### src/design/vdisp_pkg.sv
//====================
// Sizes assume VLEN=512 and ELEN=64
// VL_W must hold every value from 0 to VLEN
//====================
`default_nettype none

package vdisp_pkg;

  localparam int unsigned XLEN  = 64;
  localparam int unsigned VLEN  = 512;
  localparam int unsigned VLENB = VLEN / 8;
  localparam int unsigned ELENB = 8;
  localparam int unsigned VL_W  = $clog2(VLEN + 1);

  typedef logic [VL_W-1:0] vlen_t;

  // Element width, log2 of the size in bytes
  typedef enum logic [2:0] {
    EW8  = 3'd0,
    EW16 = 3'd1,
    EW32 = 3'd2,
    EW64 = 3'd3
  } vew_e;

  // LMUL is the signed value {vlmul2, vlmul}
  typedef struct packed {
    logic       vill;
    logic       vma;
    logic       vta;
    logic       vlmul2;
    vew_e       vsew;
    logic [1:0] vlmul;
  } vtype_t;

  typedef enum logic [2:0] {
    VADD,
    VLE,
    VLSE,
    VLXE,
    VSE,
    VSSE,
    VSXE
  } ara_op_e;

  typedef struct packed {
    ara_op_e         op;
    logic [4:0]      vs1;
    logic [4:0]      vs2;
    logic [4:0]      vd;
    logic            use_vs1;
    logic            use_vs2;
    logic            use_vd;
    logic            vm;
    logic [XLEN-1:0] scalar_op;
    logic [XLEN-1:0] stride;
    vlen_t           vl;
    vlen_t           vstart;
    vtype_t          vtype;
  } ara_req_t;

  // Major opcodes
  localparam logic [6:0] OPC_VEC      = 7'b1010111;
  localparam logic [6:0] OPC_LOAD_FP  = 7'b0000111;
  localparam logic [6:0] OPC_STORE_FP = 7'b0100111;
  localparam logic [6:0] OPC_SYSTEM   = 7'b1110011;

  // funct3 inside OPC_VEC
  localparam logic [2:0] F3_OPCFG = 3'b111;
  localparam logic [2:0] F3_OPIVV = 3'b000;

  localparam logic [11:0] CSR_VSTART = 12'h008;
  localparam logic [11:0] CSR_VL     = 12'hC20;
  localparam logic [11:0] CSR_VTYPE  = 12'hC21;
  localparam logic [11:0] CSR_VLENB  = 12'hC22;

endpackage

`default_nettype wire

### src/design/vdisp_verdict_if.sv
//====================
// One unit's answer on the current instruction
// go is high only when the core can take a response
//====================
`timescale 1ns/1ps
`default_nettype none

interface vdisp_verdict_if;
  import vdisp_pkg::*;

  logic            claim;
  logic            ready;
  logic            resp_valid;
  logic            error;
  logic [XLEN-1:0] result;
  logic            go;

  modport unit (output claim, ready, resp_valid, error, result, input go);
  modport ack (input claim, ready, resp_valid, error, result, output go);

endinterface

`default_nettype wire

### src/design/vcsr_unit.sv
//====================
// vsetvli/vsetvl and CSR access to vstart, vl, vtype, vlenb
// Only the low 8 bits of the new vtype are used, reserved bits ignored
// Always answers in the cycle it is asked
//====================
`timescale 1ns/1ps
`default_nettype none

module vcsr_unit (
  input  logic                       clk_i,
  input  logic                       rst_ni,
  input  logic [31:0]                insn_i,
  input  logic [vdisp_pkg::XLEN-1:0] rs1_i,
  input  logic [vdisp_pkg::XLEN-1:0] rs2_i,
  vdisp_verdict_if.unit              verdict,
  output vdisp_pkg::vlen_t           vl_o,
  output vdisp_pkg::vlen_t           vstart_o,
  output vdisp_pkg::vtype_t          vtype_o
);
  import vdisp_pkg::*;

  vlen_t             vstart_q, vstart_d;
  vlen_t             vl_q, vl_d;
  vtype_t            vtype_q, vtype_d;
  logic [6:0]        opcode;
  logic [2:0]        funct3;
  logic [4:0]        rs1_idx;
  logic [4:0]        rd_idx;
  logic [11:0]       csr_addr;
  logic [XLEN-1:0]   csr_src;
  logic              is_cfg;
  logic              is_csr;
  logic              claim;
  logic              err;
  logic [XLEN-1:0]   result;
  vtype_t            vt_new;
  logic signed [2:0] lmul;
  logic              vt_bad;
  vlen_t             vlmax;

  // Full CSR view of vtype, vill sits in the MSB
  function automatic logic [XLEN-1:0] vtype_to_xlen(vtype_t vt);
    return {vt.vill, {(XLEN - 9){1'b0}}, vt.vma, vt.vta, vt.vlmul2, vt.vsew, vt.vlmul};
  endfunction

  function automatic vtype_t vtype_from_byte(logic [7:0] b);
    vtype_t vt;
    vt.vill   = 1'b0;
    vt.vma    = b[7];
    vt.vta    = b[6];
    vt.vlmul2 = b[5];
    vt.vsew   = vew_e'(b[4:2]);
    vt.vlmul  = b[1:0];
    return vt;
  endfunction

  assign opcode   = insn_i[6:0];
  assign rd_idx   = insn_i[11:7];
  assign funct3   = insn_i[14:12];
  assign rs1_idx  = insn_i[19:15];
  assign csr_addr = insn_i[31:20];
  assign is_cfg   = (opcode == OPC_VEC) && (funct3 == F3_OPCFG);
  assign is_csr   = (opcode == OPC_SYSTEM);
  assign claim    = is_cfg || is_csr;

  // Immediate forms take the rs1 field as a 5-bit zero-extended value
  assign csr_src = funct3[2] ? XLEN'(rs1_idx) : rs1_i;

  // New vtype check and VLMAX = LMUL * VLEN / SEW
  always_comb begin
    if (!insn_i[31]) begin
      vt_new = vtype_from_byte(insn_i[27:20]);
    end else begin
      vt_new = vtype_from_byte(rs2_i[7:0]);
    end
    lmul   = {vt_new.vlmul2, vt_new.vlmul};
    vt_bad = (vt_new.vsew > EW64) || (lmul == 3'sb100) ||
             ($clog2(ELENB) + int'(lmul) < int'(vt_new.vsew));
    if (!vt_new.vlmul2) begin
      vlmax = vlen_t'((VLENB >> vt_new.vsew) << vt_new.vlmul);
    end else begin
      // Fractional LMUL, shift by 4 - vlmul
      vlmax = vlen_t'((VLENB >> vt_new.vsew) >> (3'd4 - {1'b0, vt_new.vlmul}));
    end
  end

  always_comb begin
    vstart_d = vstart_q;
    vl_d     = vl_q;
    vtype_d  = vtype_q;
    err      = 1'b0;
    result   = '0;
    if (is_cfg) begin
      if (!insn_i[31] || insn_i[31:25] == 7'b100_0000) begin
        if (vt_bad) begin
          vtype_d = vtype_t'({1'b1, 8'b0});
          vl_d    = '0;
        end else begin
          vtype_d = vt_new;
          if (rs1_idx == '0 && rd_idx == '0) begin
            vl_d = vl_q;
          end else if (rs1_idx == '0) begin
            vl_d = vlmax;
          end else begin
            vl_d = (rs1_i > XLEN'(vlmax)) ? vlmax : vlen_t'(rs1_i);
          end
        end
        result = XLEN'(vl_d);
      end else begin
        err = 1'b1;
      end
    end else if (is_csr) begin
      case (funct3)
        // csrrw, csrrwi: only vstart is writable
        3'b001, 3'b101: begin
          if (csr_addr == CSR_VSTART) begin
            vstart_d = vlen_t'(csr_src);
            result   = XLEN'(vstart_q);
          end else begin
            err = 1'b1;
          end
        end
        3'b010, 3'b011, 3'b110, 3'b111: begin
          case (csr_addr)
            CSR_VSTART: begin
              // funct3[0] picks clear over set
              if (funct3[0]) begin
                vstart_d = vstart_q & ~vlen_t'(csr_src);
              end else begin
                vstart_d = vstart_q | vlen_t'(csr_src);
              end
              result = XLEN'(vstart_q);
            end
            CSR_VL: begin
              if (rs1_idx == '0) result = XLEN'(vl_q);
              else err = 1'b1;
            end
            CSR_VTYPE: begin
              if (rs1_idx == '0) result = vtype_to_xlen(vtype_q);
              else err = 1'b1;
            end
            CSR_VLENB: begin
              if (rs1_idx == '0) result = XLEN'(VLENB);
              else err = 1'b1;
            end
            default: err = 1'b1;
          endcase
        end
        default: err = 1'b1;
      endcase
    end
  end

  assign verdict.claim      = claim;
  assign verdict.ready      = claim;
  assign verdict.resp_valid = claim;
  assign verdict.error      = err;
  assign verdict.result     = result;

  // Commit only when the core takes the answer
  always_ff @(posedge clk_i or negedge rst_ni) begin
    if (!rst_ni) begin
      vstart_q <= '0;
      vl_q     <= '0;
      vtype_q  <= vtype_t'({1'b1, 8'b0});
    end else if (verdict.go && claim) begin
      vstart_q <= vstart_d;
      vl_q     <= vl_d;
      vtype_q  <= vtype_d;
    end
  end

  assign vl_o     = vl_q;
  assign vstart_o = vstart_q;
  assign vtype_o  = vtype_q;

  a_vl_max: assert property (@(posedge clk_i) disable iff (!rst_ni) vl_q <= vlen_t'(VLEN));

endmodule

`default_nettype wire

### src/design/vinsn_decoder.sv
//====================
// vadd and vector loads/stores to the backend
// One memory op in flight, answered when the backend responds
//====================
`timescale 1ns/1ps
`default_nettype none

module vinsn_decoder (
  input  logic                       clk_i,
  input  logic                       rst_ni,
  input  logic [31:0]                insn_i,
  input  logic [vdisp_pkg::XLEN-1:0] rs1_i,
  input  logic [vdisp_pkg::XLEN-1:0] rs2_i,
  input  vdisp_pkg::vlen_t           vl_i,
  input  vdisp_pkg::vlen_t           vstart_i,
  input  vdisp_pkg::vtype_t          vtype_i,
  vdisp_verdict_if.unit              verdict,
  output vdisp_pkg::ara_req_t        ara_req_o,
  output logic                       ara_req_valid_o,
  input  logic                       ara_req_ready_i,
  input  logic                       ara_resp_valid_i,
  input  logic                       ara_resp_error_i
);
  import vdisp_pkg::*;

  logic [6:0] opcode;
  logic [2:0] funct3;
  logic [4:0] rd_idx;
  logic [4:0] rs2_idx;
  logic [1:0] mop;
  logic       is_arith;
  logic       is_load;
  logic       is_store;
  logic       claim;
  ara_req_t   req_d;
  logic       dec_err;
  logic       issue;
  logic       ready;
  logic       resp_valid;
  logic       error;
  logic       pending_q;
  logic       done_q;
  logic       done_err_q;
  logic       resp_hit;
  logic       resp_err;

  assign opcode   = insn_i[6:0];
  assign rd_idx   = insn_i[11:7];
  assign funct3   = insn_i[14:12];
  assign rs2_idx  = insn_i[24:20];
  assign mop      = insn_i[27:26];
  assign is_arith = (opcode == OPC_VEC) && (funct3 == F3_OPIVV);
  assign is_load  = (opcode == OPC_LOAD_FP);
  assign is_store = (opcode == OPC_STORE_FP);
  assign claim    = is_arith || is_load || is_store;

  always_comb begin
    req_d        = '0;
    req_d.vl     = vl_i;
    req_d.vstart = vstart_i;
    req_d.vtype  = vtype_i;
    req_d.vm     = insn_i[25];
    dec_err      = 1'b0;
    if (is_arith) begin
      req_d.op      = VADD;
      req_d.vs1     = insn_i[19:15];
      req_d.vs2     = rs2_idx;
      req_d.vd      = rd_idx;
      req_d.use_vs1 = 1'b1;
      req_d.use_vs2 = 1'b1;
      req_d.use_vd  = 1'b1;
      dec_err       = vtype_i.vill || (insn_i[31:26] != 6'b000000);
    end else if (is_load || is_store) begin
      req_d.scalar_op = rs1_i;
      if (is_load) begin
        req_d.vd     = rd_idx;
        req_d.use_vd = 1'b1;
      end else begin
        // vs3 sits where rd would be
        req_d.vs1     = rd_idx;
        req_d.use_vs1 = 1'b1;
      end
      case (mop)
        2'b00: begin
          req_d.op = is_load ? VLE : VSE;
          // Whole-register and fault-only-first forms are reserved here
          if (rs2_idx != 5'b00000) dec_err = 1'b1;
        end
        2'b10: begin
          req_d.op     = is_load ? VLSE : VSSE;
          req_d.stride = rs2_i;
        end
        default: begin
          req_d.op      = is_load ? VLXE : VSXE;
          req_d.vs2     = rs2_idx;
          req_d.use_vs2 = 1'b1;
          if (is_load && mop == 2'b01) dec_err = 1'b1;
        end
      endcase
      case ({insn_i[28], funct3})
        4'b0000: req_d.vtype.vsew = EW8;
        4'b0101: req_d.vtype.vsew = EW16;
        4'b0110: req_d.vtype.vsew = EW32;
        4'b0111: req_d.vtype.vsew = EW64;
        default: dec_err = 1'b1;
      endcase
    end
  end

  // Backend answer, live or parked while the core was stalled
  assign resp_hit = ara_resp_valid_i || done_q;
  assign resp_err = done_q ? done_err_q : ara_resp_error_i;

  always_comb begin
    ready      = 1'b0;
    resp_valid = 1'b0;
    error      = 1'b0;
    issue      = 1'b0;
    if (claim) begin
      if (dec_err) begin
        ready      = 1'b1;
        resp_valid = 1'b1;
        error      = 1'b1;
      end else if (is_arith) begin
        ready      = ara_req_ready_i;
        resp_valid = ara_req_ready_i;
        issue      = verdict.go && ara_req_ready_i;
      end else if (pending_q) begin
        ready      = resp_hit;
        resp_valid = resp_hit;
        error      = resp_err;
      end else begin
        // First sight of a memory op, send it and wait
        issue = verdict.go && ara_req_ready_i;
      end
    end
  end

  assign verdict.claim      = claim;
  assign verdict.ready      = ready;
  assign verdict.resp_valid = resp_valid;
  assign verdict.error      = error;
  assign verdict.result     = '0;

  always_ff @(posedge clk_i or negedge rst_ni) begin
    if (!rst_ni) begin
      ara_req_valid_o <= 1'b0;
    end else if (ara_req_ready_i) begin
      ara_req_valid_o <= issue;
    end
  end

  always_ff @(posedge clk_i) begin
    if (ara_req_ready_i) begin
      ara_req_o <= req_d;
    end
  end

  always_ff @(posedge clk_i or negedge rst_ni) begin
    if (!rst_ni) begin
      pending_q  <= 1'b0;
      done_q     <= 1'b0;
      done_err_q <= 1'b0;
    end else if (issue && !is_arith) begin
      pending_q <= 1'b1;
    end else if (pending_q && verdict.go && resp_hit) begin
      pending_q <= 1'b0;
      done_q    <= 1'b0;
    end else if (pending_q && ara_resp_valid_i) begin
      done_q     <= 1'b1;
      done_err_q <= ara_resp_error_i;
    end
  end

  a_no_req_while_pending: assert property (@(posedge clk_i) disable iff (!rst_ni)
    pending_q && $past(pending_q) |-> !$rose(ara_req_valid_o));

endmodule

`default_nettype wire

### src/design/vdisp_ack.sv
//====================
// Picks the claiming unit's verdict
// Unclaimed opcodes get an immediate illegal-instruction error
//====================
`timescale 1ns/1ps
`default_nettype none

module vdisp_ack (
  input  logic                       acc_req_valid_i,
  input  logic                       acc_resp_ready_i,
  vdisp_verdict_if.ack               csr_verdict,
  vdisp_verdict_if.ack               dec_verdict,
  output logic                       acc_req_ready_o,
  output logic                       acc_resp_valid_o,
  output logic                       acc_resp_error_o,
  output logic [vdisp_pkg::XLEN-1:0] acc_resp_result_o
);

  logic go;

  // No response can be taken while the core stalls
  assign go             = acc_req_valid_i && acc_resp_ready_i;
  assign csr_verdict.go = go;
  assign dec_verdict.go = go;

  always_comb begin
    acc_req_ready_o   = 1'b0;
    acc_resp_valid_o  = 1'b0;
    acc_resp_error_o  = 1'b0;
    acc_resp_result_o = '0;
    if (go) begin
      if (csr_verdict.claim) begin
        acc_req_ready_o   = csr_verdict.ready;
        acc_resp_valid_o  = csr_verdict.resp_valid;
        acc_resp_error_o  = csr_verdict.error;
        acc_resp_result_o = csr_verdict.result;
      end else if (dec_verdict.claim) begin
        acc_req_ready_o   = dec_verdict.ready;
        acc_resp_valid_o  = dec_verdict.resp_valid;
        acc_resp_error_o  = dec_verdict.error;
        acc_resp_result_o = dec_verdict.result;
      end else begin
        acc_req_ready_o  = 1'b1;
        acc_resp_valid_o = 1'b1;
        acc_resp_error_o = 1'b1;
      end
    end
  end

  // Opcode sets of the two units must stay disjoint
  always_comb begin
    a_one_claim: assert final (!(acc_req_valid_i && csr_verdict.claim && dec_verdict.claim));
  end

endmodule

`default_nettype wire

### src/design/vdisp_top.sv
//====================
// Vector dispatcher between scalar core and vector backend
// Core must hold an instruction until acc_req_ready_o
//====================
`timescale 1ns/1ps
`default_nettype none

module vdisp_top (
  input  logic                       clk_i,
  input  logic                       rst_ni,
  input  logic [31:0]                acc_insn_i,
  input  logic [vdisp_pkg::XLEN-1:0] acc_rs1_i,
  input  logic [vdisp_pkg::XLEN-1:0] acc_rs2_i,
  input  logic [3:0]                 acc_trans_id_i,
  input  logic                       acc_req_valid_i,
  output logic                       acc_req_ready_o,
  output logic [vdisp_pkg::XLEN-1:0] acc_resp_result_o,
  output logic                       acc_resp_error_o,
  output logic [3:0]                 acc_resp_trans_id_o,
  output logic                       acc_resp_valid_o,
  input  logic                       acc_resp_ready_i,
  output vdisp_pkg::ara_req_t        ara_req_o,
  output logic                       ara_req_valid_o,
  input  logic                       ara_req_ready_i,
  input  logic                       ara_resp_valid_i,
  input  logic                       ara_resp_error_i
);
  import vdisp_pkg::*;

  vlen_t  vl;
  vlen_t  vstart;
  vtype_t vtype;

  vdisp_verdict_if csr_verdict ();
  vdisp_verdict_if dec_verdict ();

  vcsr_unit i_vcsr_unit (
    .clk_i    (clk_i),
    .rst_ni   (rst_ni),
    .insn_i   (acc_insn_i),
    .rs1_i    (acc_rs1_i),
    .rs2_i    (acc_rs2_i),
    .verdict  (csr_verdict.unit),
    .vl_o     (vl),
    .vstart_o (vstart),
    .vtype_o  (vtype)
  );

  vinsn_decoder i_vinsn_decoder (
    .clk_i            (clk_i),
    .rst_ni           (rst_ni),
    .insn_i           (acc_insn_i),
    .rs1_i            (acc_rs1_i),
    .rs2_i            (acc_rs2_i),
    .vl_i             (vl),
    .vstart_i         (vstart),
    .vtype_i          (vtype),
    .verdict          (dec_verdict.unit),
    .ara_req_o        (ara_req_o),
    .ara_req_valid_o  (ara_req_valid_o),
    .ara_req_ready_i  (ara_req_ready_i),
    .ara_resp_valid_i (ara_resp_valid_i),
    .ara_resp_error_i (ara_resp_error_i)
  );

  vdisp_ack i_vdisp_ack (
    .acc_req_valid_i   (acc_req_valid_i),
    .acc_resp_ready_i  (acc_resp_ready_i),
    .csr_verdict       (csr_verdict.ack),
    .dec_verdict       (dec_verdict.ack),
    .acc_req_ready_o   (acc_req_ready_o),
    .acc_resp_valid_o  (acc_resp_valid_o),
    .acc_resp_error_o  (acc_resp_error_o),
    .acc_resp_result_o (acc_resp_result_o)
  );

  // Response always carries the id of the instruction on the bus
  assign acc_resp_trans_id_o = acc_trans_id_i;

endmodule

`default_nettype wire

### config.mk
export PLATFORM = sky130hd
export DESIGN_NAME = vdisp_top
export DESIGN_NICKNAME = d
export VERILOG_FILES = /design/src/design/vdisp_pkg.sv /design/src/design/vdisp_verdict_if.sv /design/src/design/vcsr_unit.sv /design/src/design/vinsn_decoder.sv /design/src/design/vdisp_ack.sv /design/src/design/vdisp_top.sv
export SDC_FILE = /design/constraint.sdc
export NUM_CORES = 1
export LEC_CHECK = 0
export ABC_AREA = 1
export BUFFER_PORTS_ARGS = -buffer_cell sky130_fd_sc_hd__buf_2
export CORE_MARGIN = 3
export CORE_UTILIZATION = 30
export DETAILED_ROUTE_END_ITERATION = 8
export HOLD_SLACK_MARGIN = 0.05
export SYNTH_ARGS = -nofsm -noshare
export SYNTH_HDL_FRONTEND = slang
export SYNTH_HIERARCHICAL = 1
export SYNTH_SLANG_ARGS = --single-unit
### constraint.sdc
create_clock -name clk_i -period 6.1 [get_ports clk_i]
set_clock_uncertainty 0.2 [all_clocks]
set_input_delay 0.61 -clock clk_i [delete_from_list [all_inputs] [get_ports clk_i]]
set_output_delay 0.61 -clock clk_i [all_outputs]
set_load 0.005 [all_outputs]
* Word level (Yosys, flattened, before mapping)
Index checks and enable logic that the tools add are counted.
** Operators by class
- $add $sub $neg :: 2
- Reductions and logical operators :: 43
- Order comparisons :: 3
- Bitwise logic cells :: 8
- Multiplexer cells :: 72
- Equality and inequality tests :: 23
- Shifts and indexed selects :: 3
** Operators with widths (count)
- 2-to-1 mux 64 bit :: 5
- one-hot mux 64 bit (4 select lines) :: 1
- one-hot mux 64 bit (2 select lines) :: 1
- 2-to-1 mux 10 bit :: 12
- greater-than comparator 64 x 10 -> 1 bit :: 1
- == test 12 bit (second input constant) :: 3
- 2-to-1 mux 18 bit :: 2
- 2-to-1 mux 1 bit :: 34
- less-than comparator 32 x 4 -> 1 bit :: 1
- << shifter 32 x 2 -> 10 bit :: 1
- >> shifter 32 x 3 -> 10 bit :: 1
- >> shifter 7 x 3 -> 32 bit (first input constant) :: 1
- == test 7 bit (second input constant) :: 3
- one-hot mux 10 bit (2 select lines) :: 1
- 2-to-1 mux 3 bit :: 5
- 2-to-1 mux 5 bit :: 3
- == test 12 x 4 -> 1 bit (second input constant) :: 1
- == test 3 bit (second input constant) :: 4
- == test 4 x 3 -> 1 bit (second input constant) :: 3
- one-hot mux 3 bit (4 select lines) :: 1
- logical AND 1 bit :: 11
- bitwise AND 10 bit :: 1
- zero test 5 bit :: 2
- NOT 10 bit :: 1
- 31 further kinds :: 55
** Word-level totals
- Word-level logic and storage cells :: 184
- Flip-flop bits (word level) :: 212
- Output and inout port bits :: 251
- Input bits :: 171

* Depth between registers and ports, before layout
- Depth in word-level cells :: 13
- Mapped depth :: 30

* Hierarchy
Netlist, hierarchy kept.
** By module, submodules not included
- vinsn_decoder :: area an instance 8001.4 sq um, seq. area each 5475.3 sq um, instances 1, cells an instance 646
- vcsr_unit :: area an instance 3900.0 sq um, seq. area each 726.9 sq um, instances 1, cells an instance 652
- vdisp_ack :: area an instance 1670.4 sq um, seq. area each 0.0 sq um, instances 1, cells an instance 241
- vdisp_top :: area an instance 30.0 sq um, seq. area each 0.0 sq um, instances 1, cells an instance 4

* Worst setup path before layout
OpenSTA, ideal clock, no wires.
- Path kind :: input to output
- From :: input port acc_insn_i[31]
- To :: output port acc_resp_result_o[1] (netlist bit)
- Cell stages on the path :: 27
- Data required time :: 5.290 ns
- Arrival :: 3.289 ns
- Buffers on the path :: 3
- Setup slack :: 2.001 ns
- Cell sequence :: inv_2 buf_6 nand2_1 nand2_1 buf_4 ha_1 clkinv_1 nand3_1 nand3_1 nand2_1 nand2_1 ha_1 nand2_1 inv_1 nand3_1 nor2_1 nand3_1 nand2_1 buf_2 nand3_1 nand2_1 inv_1 nand2_1 nand3_1 nand2_1 nand2_1 a21oi_1
** Between the ends
- Word-level cells in the longest chain between the ends :: 13
- Elaborated cells between the ends (all ways) :: 32
- Those cells by class :: add/sub (2); order compare (3); eq/ne (6); shift (3); mux (14); reduce/logical (4)
** RTL lines
- from (decl) :: line vdisp_top.sv:11 : input logic [31:0] acc_insn_i,
- 2-to-1 mux 8 bit :: line vcsr_unit.sv:71 : if (!insn_i[31]) begin
- subtractor 3 x 2 -> 3 bit / >> shifter 7 x 3 -> 32 bit (equally long branches) :: line vcsr_unit.sv:83, vcsr_unit.sv:80
- >> shifter 32 x 3 -> 10 bit / << shifter 32 x 2 -> 10 bit (equally long branches) :: line vcsr_unit.sv:83, vcsr_unit.sv:80
- 2-to-1 mux 10 bit :: line vcsr_unit.sv:79 : if (!vt_new.vlmul2) begin
- greater-than comparator 64 x 10 -> 1 bit :: line vcsr_unit.sv:105 : vl_d = (rs1_i > XLEN'(vlmax)) ? vlmax : vlen_t'(rs1_i);
- 2-to-1 mux 10 bit :: line vcsr_unit.sv:105
- 2-to-1 mux 10 bit :: line vcsr_unit.sv:102 : end else if (rs1_idx == '0) begin
- 2-to-1 mux 10 bit :: line vcsr_unit.sv:100 : if (rs1_idx == '0 && rd_idx == '0) begin
- 2-to-1 mux 10 bit :: line vcsr_unit.sv:95 : if (vt_bad) begin
- 2-to-1 mux 10 bit :: line vcsr_unit.sv:94 : if (!insn_i[31] || insn_i[31:25] == 7'b100_0000) begin
- 2-to-1 mux 64 bit (*) :: line vcsr_unit.sv:93 : if (is_cfg) begin
- named net csr_verdict.result[1] :: line vdisp_verdict_if.sv:15 : logic [XLEN-1:0] result;
- 2-to-1 mux 64 bit (*) :: line vdisp_ack.sv:32 : if (csr_verdict.claim) begin
- 2-to-1 mux 64 bit (*) :: line vdisp_ack.sv:31 : if (go) begin
- to (decl) :: line vdisp_top.sv:17 : output logic [vdisp_pkg::XLEN-1:0] acc_resp_result_o,
The timed path passes the listed nets; every way through them passes the cells marked *.

* Final worst setup path
- From :: input port acc_insn_i[31]
- To :: output port acc_resp_result_o[3] (netlist bit)
Same word-level chain as after synthesis.

==> impl_metrics.ini <==
[worst_setup_path]
critPathRequiredTime_ns = 5.29
cp_max_fo = 13
worstSetupPathType = in -> out
crit_end = acc_resp_result_o[3]
critPathArrivalTime_ns = 4.54
rr_worst_depth = 5
end_kind = output port
r2r_start = i_vcsr_unit/vtype_o[8]$_DFFE_PN1P_
reg2reg_slack_ns = 4.58
cp-start-kind = input pin
critPathLaunch = acc_insn_i[31]
timing.rr.end = i_vinsn_decoder/pending_q$_DFFE_PN0P_

[layout]
final_nets = 2054
post-route-util_pct = 36.0
fin_area_mm2 = 0.0160
num-fill-cells = 4664
syn_to_final_growth_pct = 18.0
layout-drive-gt1-share_pct = 32.3

[synth]
synthSimpleGateAreaFrac_pct = 28.7
synthMuxAreaShare_pct = 0.147
synth-main-ff-cell = edfxtp_1
syn_avg_cell_area_um2 = 8.82
ys_ff_latch = 212
yosysWarnings = 6
synth-compound-area-share_pct = 7.12
syn_area_mm2 = 0.0136
syn_inst = 1543
synth_enable_flop_cells = 179
ys_seq_area_share_pct = 45.6
synth-xor-area-share_pct = 0
synthArstFlopShare_pct = 15.6
yosys.area_share.adder_pct = 1.29
synth_top_family_by_area = simple AND/OR/NAND/NOR gates
synthDistinctLibCells = 48

[cts]
clock_latency_ns = 0.54
cts-buffers-inserted = 25
post-cts-setup-buffers = 0
path_clk_slew_ns = 0.06
htreeDepth = 1
cts_tree = built
cts.sinks = 212
clock_tree.root_cell = clkbuf_16
clock_path_buffers = 3

[global_route]
gr-total-overflow = 0
grt_start_max_net_pins = 73
grt_pass1_vias = 10488
antenna_found_initial = 5
grt_pass1_wl_mm = 63.3
track_usage_pct = 17.4

[power_and_ir_drop]
power_frac_seq_pct = 46.3
p_int_uw = 2640
ir_drop_mv = 0.194
power_switching_uw = 944
combPwrFrac_pct = 12.6
switching_share_pct = 26.3
powerDensity_mw_per_mm2 = 223
p_leak_uw = 0.00737
power.total_uw = 3580
pwr-share-clk_pct = 41.1

[placed_design]
routabilityCongestion = 0.895
dp_hpwl_mm = 33.6
place_area_mm2 = 0.0152
dp_slack_ns = 0.790
io_buffer_count = 360

[detailed_routing]
viasPerCell = 4.41
first_iter_violations = 931
drtAntennaViolNets = 0
routed_wl_mm = 43.7
drt_first_pass_iters = 7
drc = 0
post_drt_wl_per_cell_um = 17.6
vias = 10965

[worst_hold_path]
min_path_type = in -> reg
hold_path_depth = 3

[sta]
final_hold_viol_count = 0
tns_ns = 0
slew_viol_final = 0
finalSetupViolations = 0
maxSlewHeadroom_pct = 29.0
rsz0062_at_grt = no
tightest_slew_ns = 1.07
period_share_pct = 87.7
setup_slack_ns = 0.751
min_period_ns = 5.35
max_freq_mhz = 187

[die]
fp.coreArea_mm2 = 0.0445
die_w_um = 219
rows = 77
ios = 422
initial_core_util_pct = 30.6
die-area_mm2 = 0.0479
die_h_um = 219

[status]
status = complete, no violations

[flow_run]
drv_cap = 0
==> per-stage QoR <==
step / cells / hold WS, ns
3_5_place_dp: 2433 / 0.238
3_3_place_gp: 2433 / 0.241
2_1_floorplan: 1658 / 0.114
4_1_cts: 2480 / 0.110
5_1_grt: 2484 / 0.128
6_report: 2484 / 0.140
==> flip-flops by register name (all words and copies together) (netlist names), named ones only <==
signal / flops
i_vinsn_decoder/pending_q: 1
i_vinsn_decoder/done_err_q: 1
i_vinsn_decoder/ara_req_valid_o: 1
i_vcsr_unit/vl_o: 10
i_vcsr_unit/vtype_o: 9
i_vinsn_decoder/ara_req_o: 179
i_vinsn_decoder/done_q: 1
==> critical path, cell delays in order <==
cell and delay (ns):
buf_2 0.27, inv_2 0.18, nand2_1 0.09, nand2_1 0.25, ha_1 0.51, clkinv_1 0.25
nand2_1 0.15, nand3_1 0.08, nand2_1 0.08, nand2_1 0.05, ha_1 0.27, nand2_1 0.05
nor2_1 0.16, nand3_1 0.10, nand3_1 0.09, nand2_1 0.22, nand2_2 0.26, nand3_1 0.12
nand2_1 0.10, nand3_1 0.07, nand2_1 0.09, nand2_1 0.05, a21oi_1 0.24, buf_2 0.18
==> Yosys cell counts (2+ instances only) <==
| master | n | area [um^2] |
|---|---|---|
| nand2_1 | 291 | 1090 |
| inv_1 | 218 | 818 |
| nor2_1 | 186 | 698 |
| edfxtp_1 | 179 | 5380 |
| buf_4 | 135 | 1010 |
| nand3_1 | 112 | 561 |
| nand3_2 | 54 | 541 |
| nor2_4 | 53 | 597 |
| a21oi_2 | 51 | 447 |
| o21ai_0 | 43 | 215 |
| a21oi_1 | 34 | 170 |
| dfrtp_1 | 32 | 801 |
| buf_2 | 22 | 110 |
| ha_1 | 14 | 175 |
| inv_2 | 12 | 45.0 |
| nand4_1 | 12 | 75.1 |
| nand2_2 | 9 | 56.3 |
| buf_6 | 7 | 78.8 |
| clkbuf_1 | 7 | 26.3 |
| buf_12 | 6 | 120 |
| buf_8 | 5 | 75.1 |
| nor3_1 | 5 | 25.0 |
| o21ai_1 | 5 | 25.0 |
| o22ai_1 | 5 | 31.3 |
| nand2_4 | 4 | 45.0 |
| nor2_2 | 4 | 25.0 |
| or2_2 | 4 | 25.0 |
| and2_1 | 3 | 18.8 |
| clkinv_1 | 3 | 11.3 |
| nor3_4 | 3 | 48.8 |
| clkinv_2 | 2 | 10.0 |
| conb_1 | 2 | 7.51 |
| inv_4 | 2 | 12.5 |
| mux2i_1 | 2 | 20.0 |
| o211ai_1 | 2 | 15.0 |
| o21ai_4 | 2 | 32.5 |
| or2_1 | 2 | 12.5 |
==> timing repair <==
item	in CTS	in global routing
endpoints found under the hold margin	32	0
hold buffers	1	0
gates resized for setup	0	0
endpoints found under the setup margin	0	0
==> worst min path at each step <==
stage / start / endpoint / slack (ns)
after floorplan: rst_ni / asynchronous set/reset pin / 0.11
after global placement: i_vcsr_unit/vl_o[8]$_DFFE_PN0P_ / i_vinsn_decoder/ara_req_o[27]$_DFFE_PP_ / 0.24
after detailed placement: i_vcsr_unit/vl_o[9]$_DFFE_PN0P_ / i_vinsn_decoder/ara_req_o[28]$_DFFE_PP_ / 0.24
after CTS: ara_resp_error_i / i_vinsn_decoder/done_err_q$_DFFE_PN0P_ / 0.11
after global routing: acc_insn_i[25] / i_vinsn_decoder/ara_req_o[157]$_DFFE_PP_ / 0.13
final: ara_resp_error_i / i_vinsn_decoder/done_err_q$_DFFE_PN0P_ / 0.14
==> cell usage in the layout, fill, tap and decap left out, types with 43 or more instances in the layout <==
master    Yosys  final
inv_1       218    218
a21oi_2      51     51
nand2_1     291    289
o21ai_0      43     43
conb_1        2    117
buf_2        22    359
edfxtp_1    179    179
nor2_1      186    186
nand3_1     112    112
nand3_2      54     54
nor2_4       53     53
==> final cells by class <==
class	count	area, um^2	area share (%)
Sequential cell	212	6200	38.7
Clock buffer	32	652	4.06
Inverter	237	897	5.59
Tap cell	592	741	4.62
Timing Repair Buffer	366	1860	11.6
Multi-Input combinational cell	1027	5540	34.5
Antenna cell	4	10.0	0.0624
Clock inverter	14	149	0.928
==> routing by layer <==
layer | vias up | global-route usage (%) | wire length [um]
met4 | 2 | 6.42 | 1500
met3 | 65 | 3.41 | 3220
met2 | 415 | 30.8 | 21700
met5 | - | 0 | 15
met1 | 5127 | 20.8 | 17200
li1 | 5356 | - | -
==> power by group through the flow <==
stage / Combinational, uW / Clock (uW) / Sequential [uW]
detailed placement: 452 / 0 / 1690
finish: 453 / 1470 / 1660
CTS: 455 / 1520 / 1660
floorplan: 270 / 0 / 1690
global placement: 450 / 0 / 1690
global route: 508 / 1580 / 1660
==> logic make-up after synthesis <==
| logic type | Yosys count |
|---|---|
| AND/OR/NAND/NOR | 749 |
| AO/OA/AOI/OAI | 145 |
| other | 2 |
| multiplexers | 2 |
| flip-flops | 212 |
| buffers and inverters | 419 |
| adder cells (fa/ha/maj) | 14 |
Note: power is estimated with default switching activity, not from simulation.
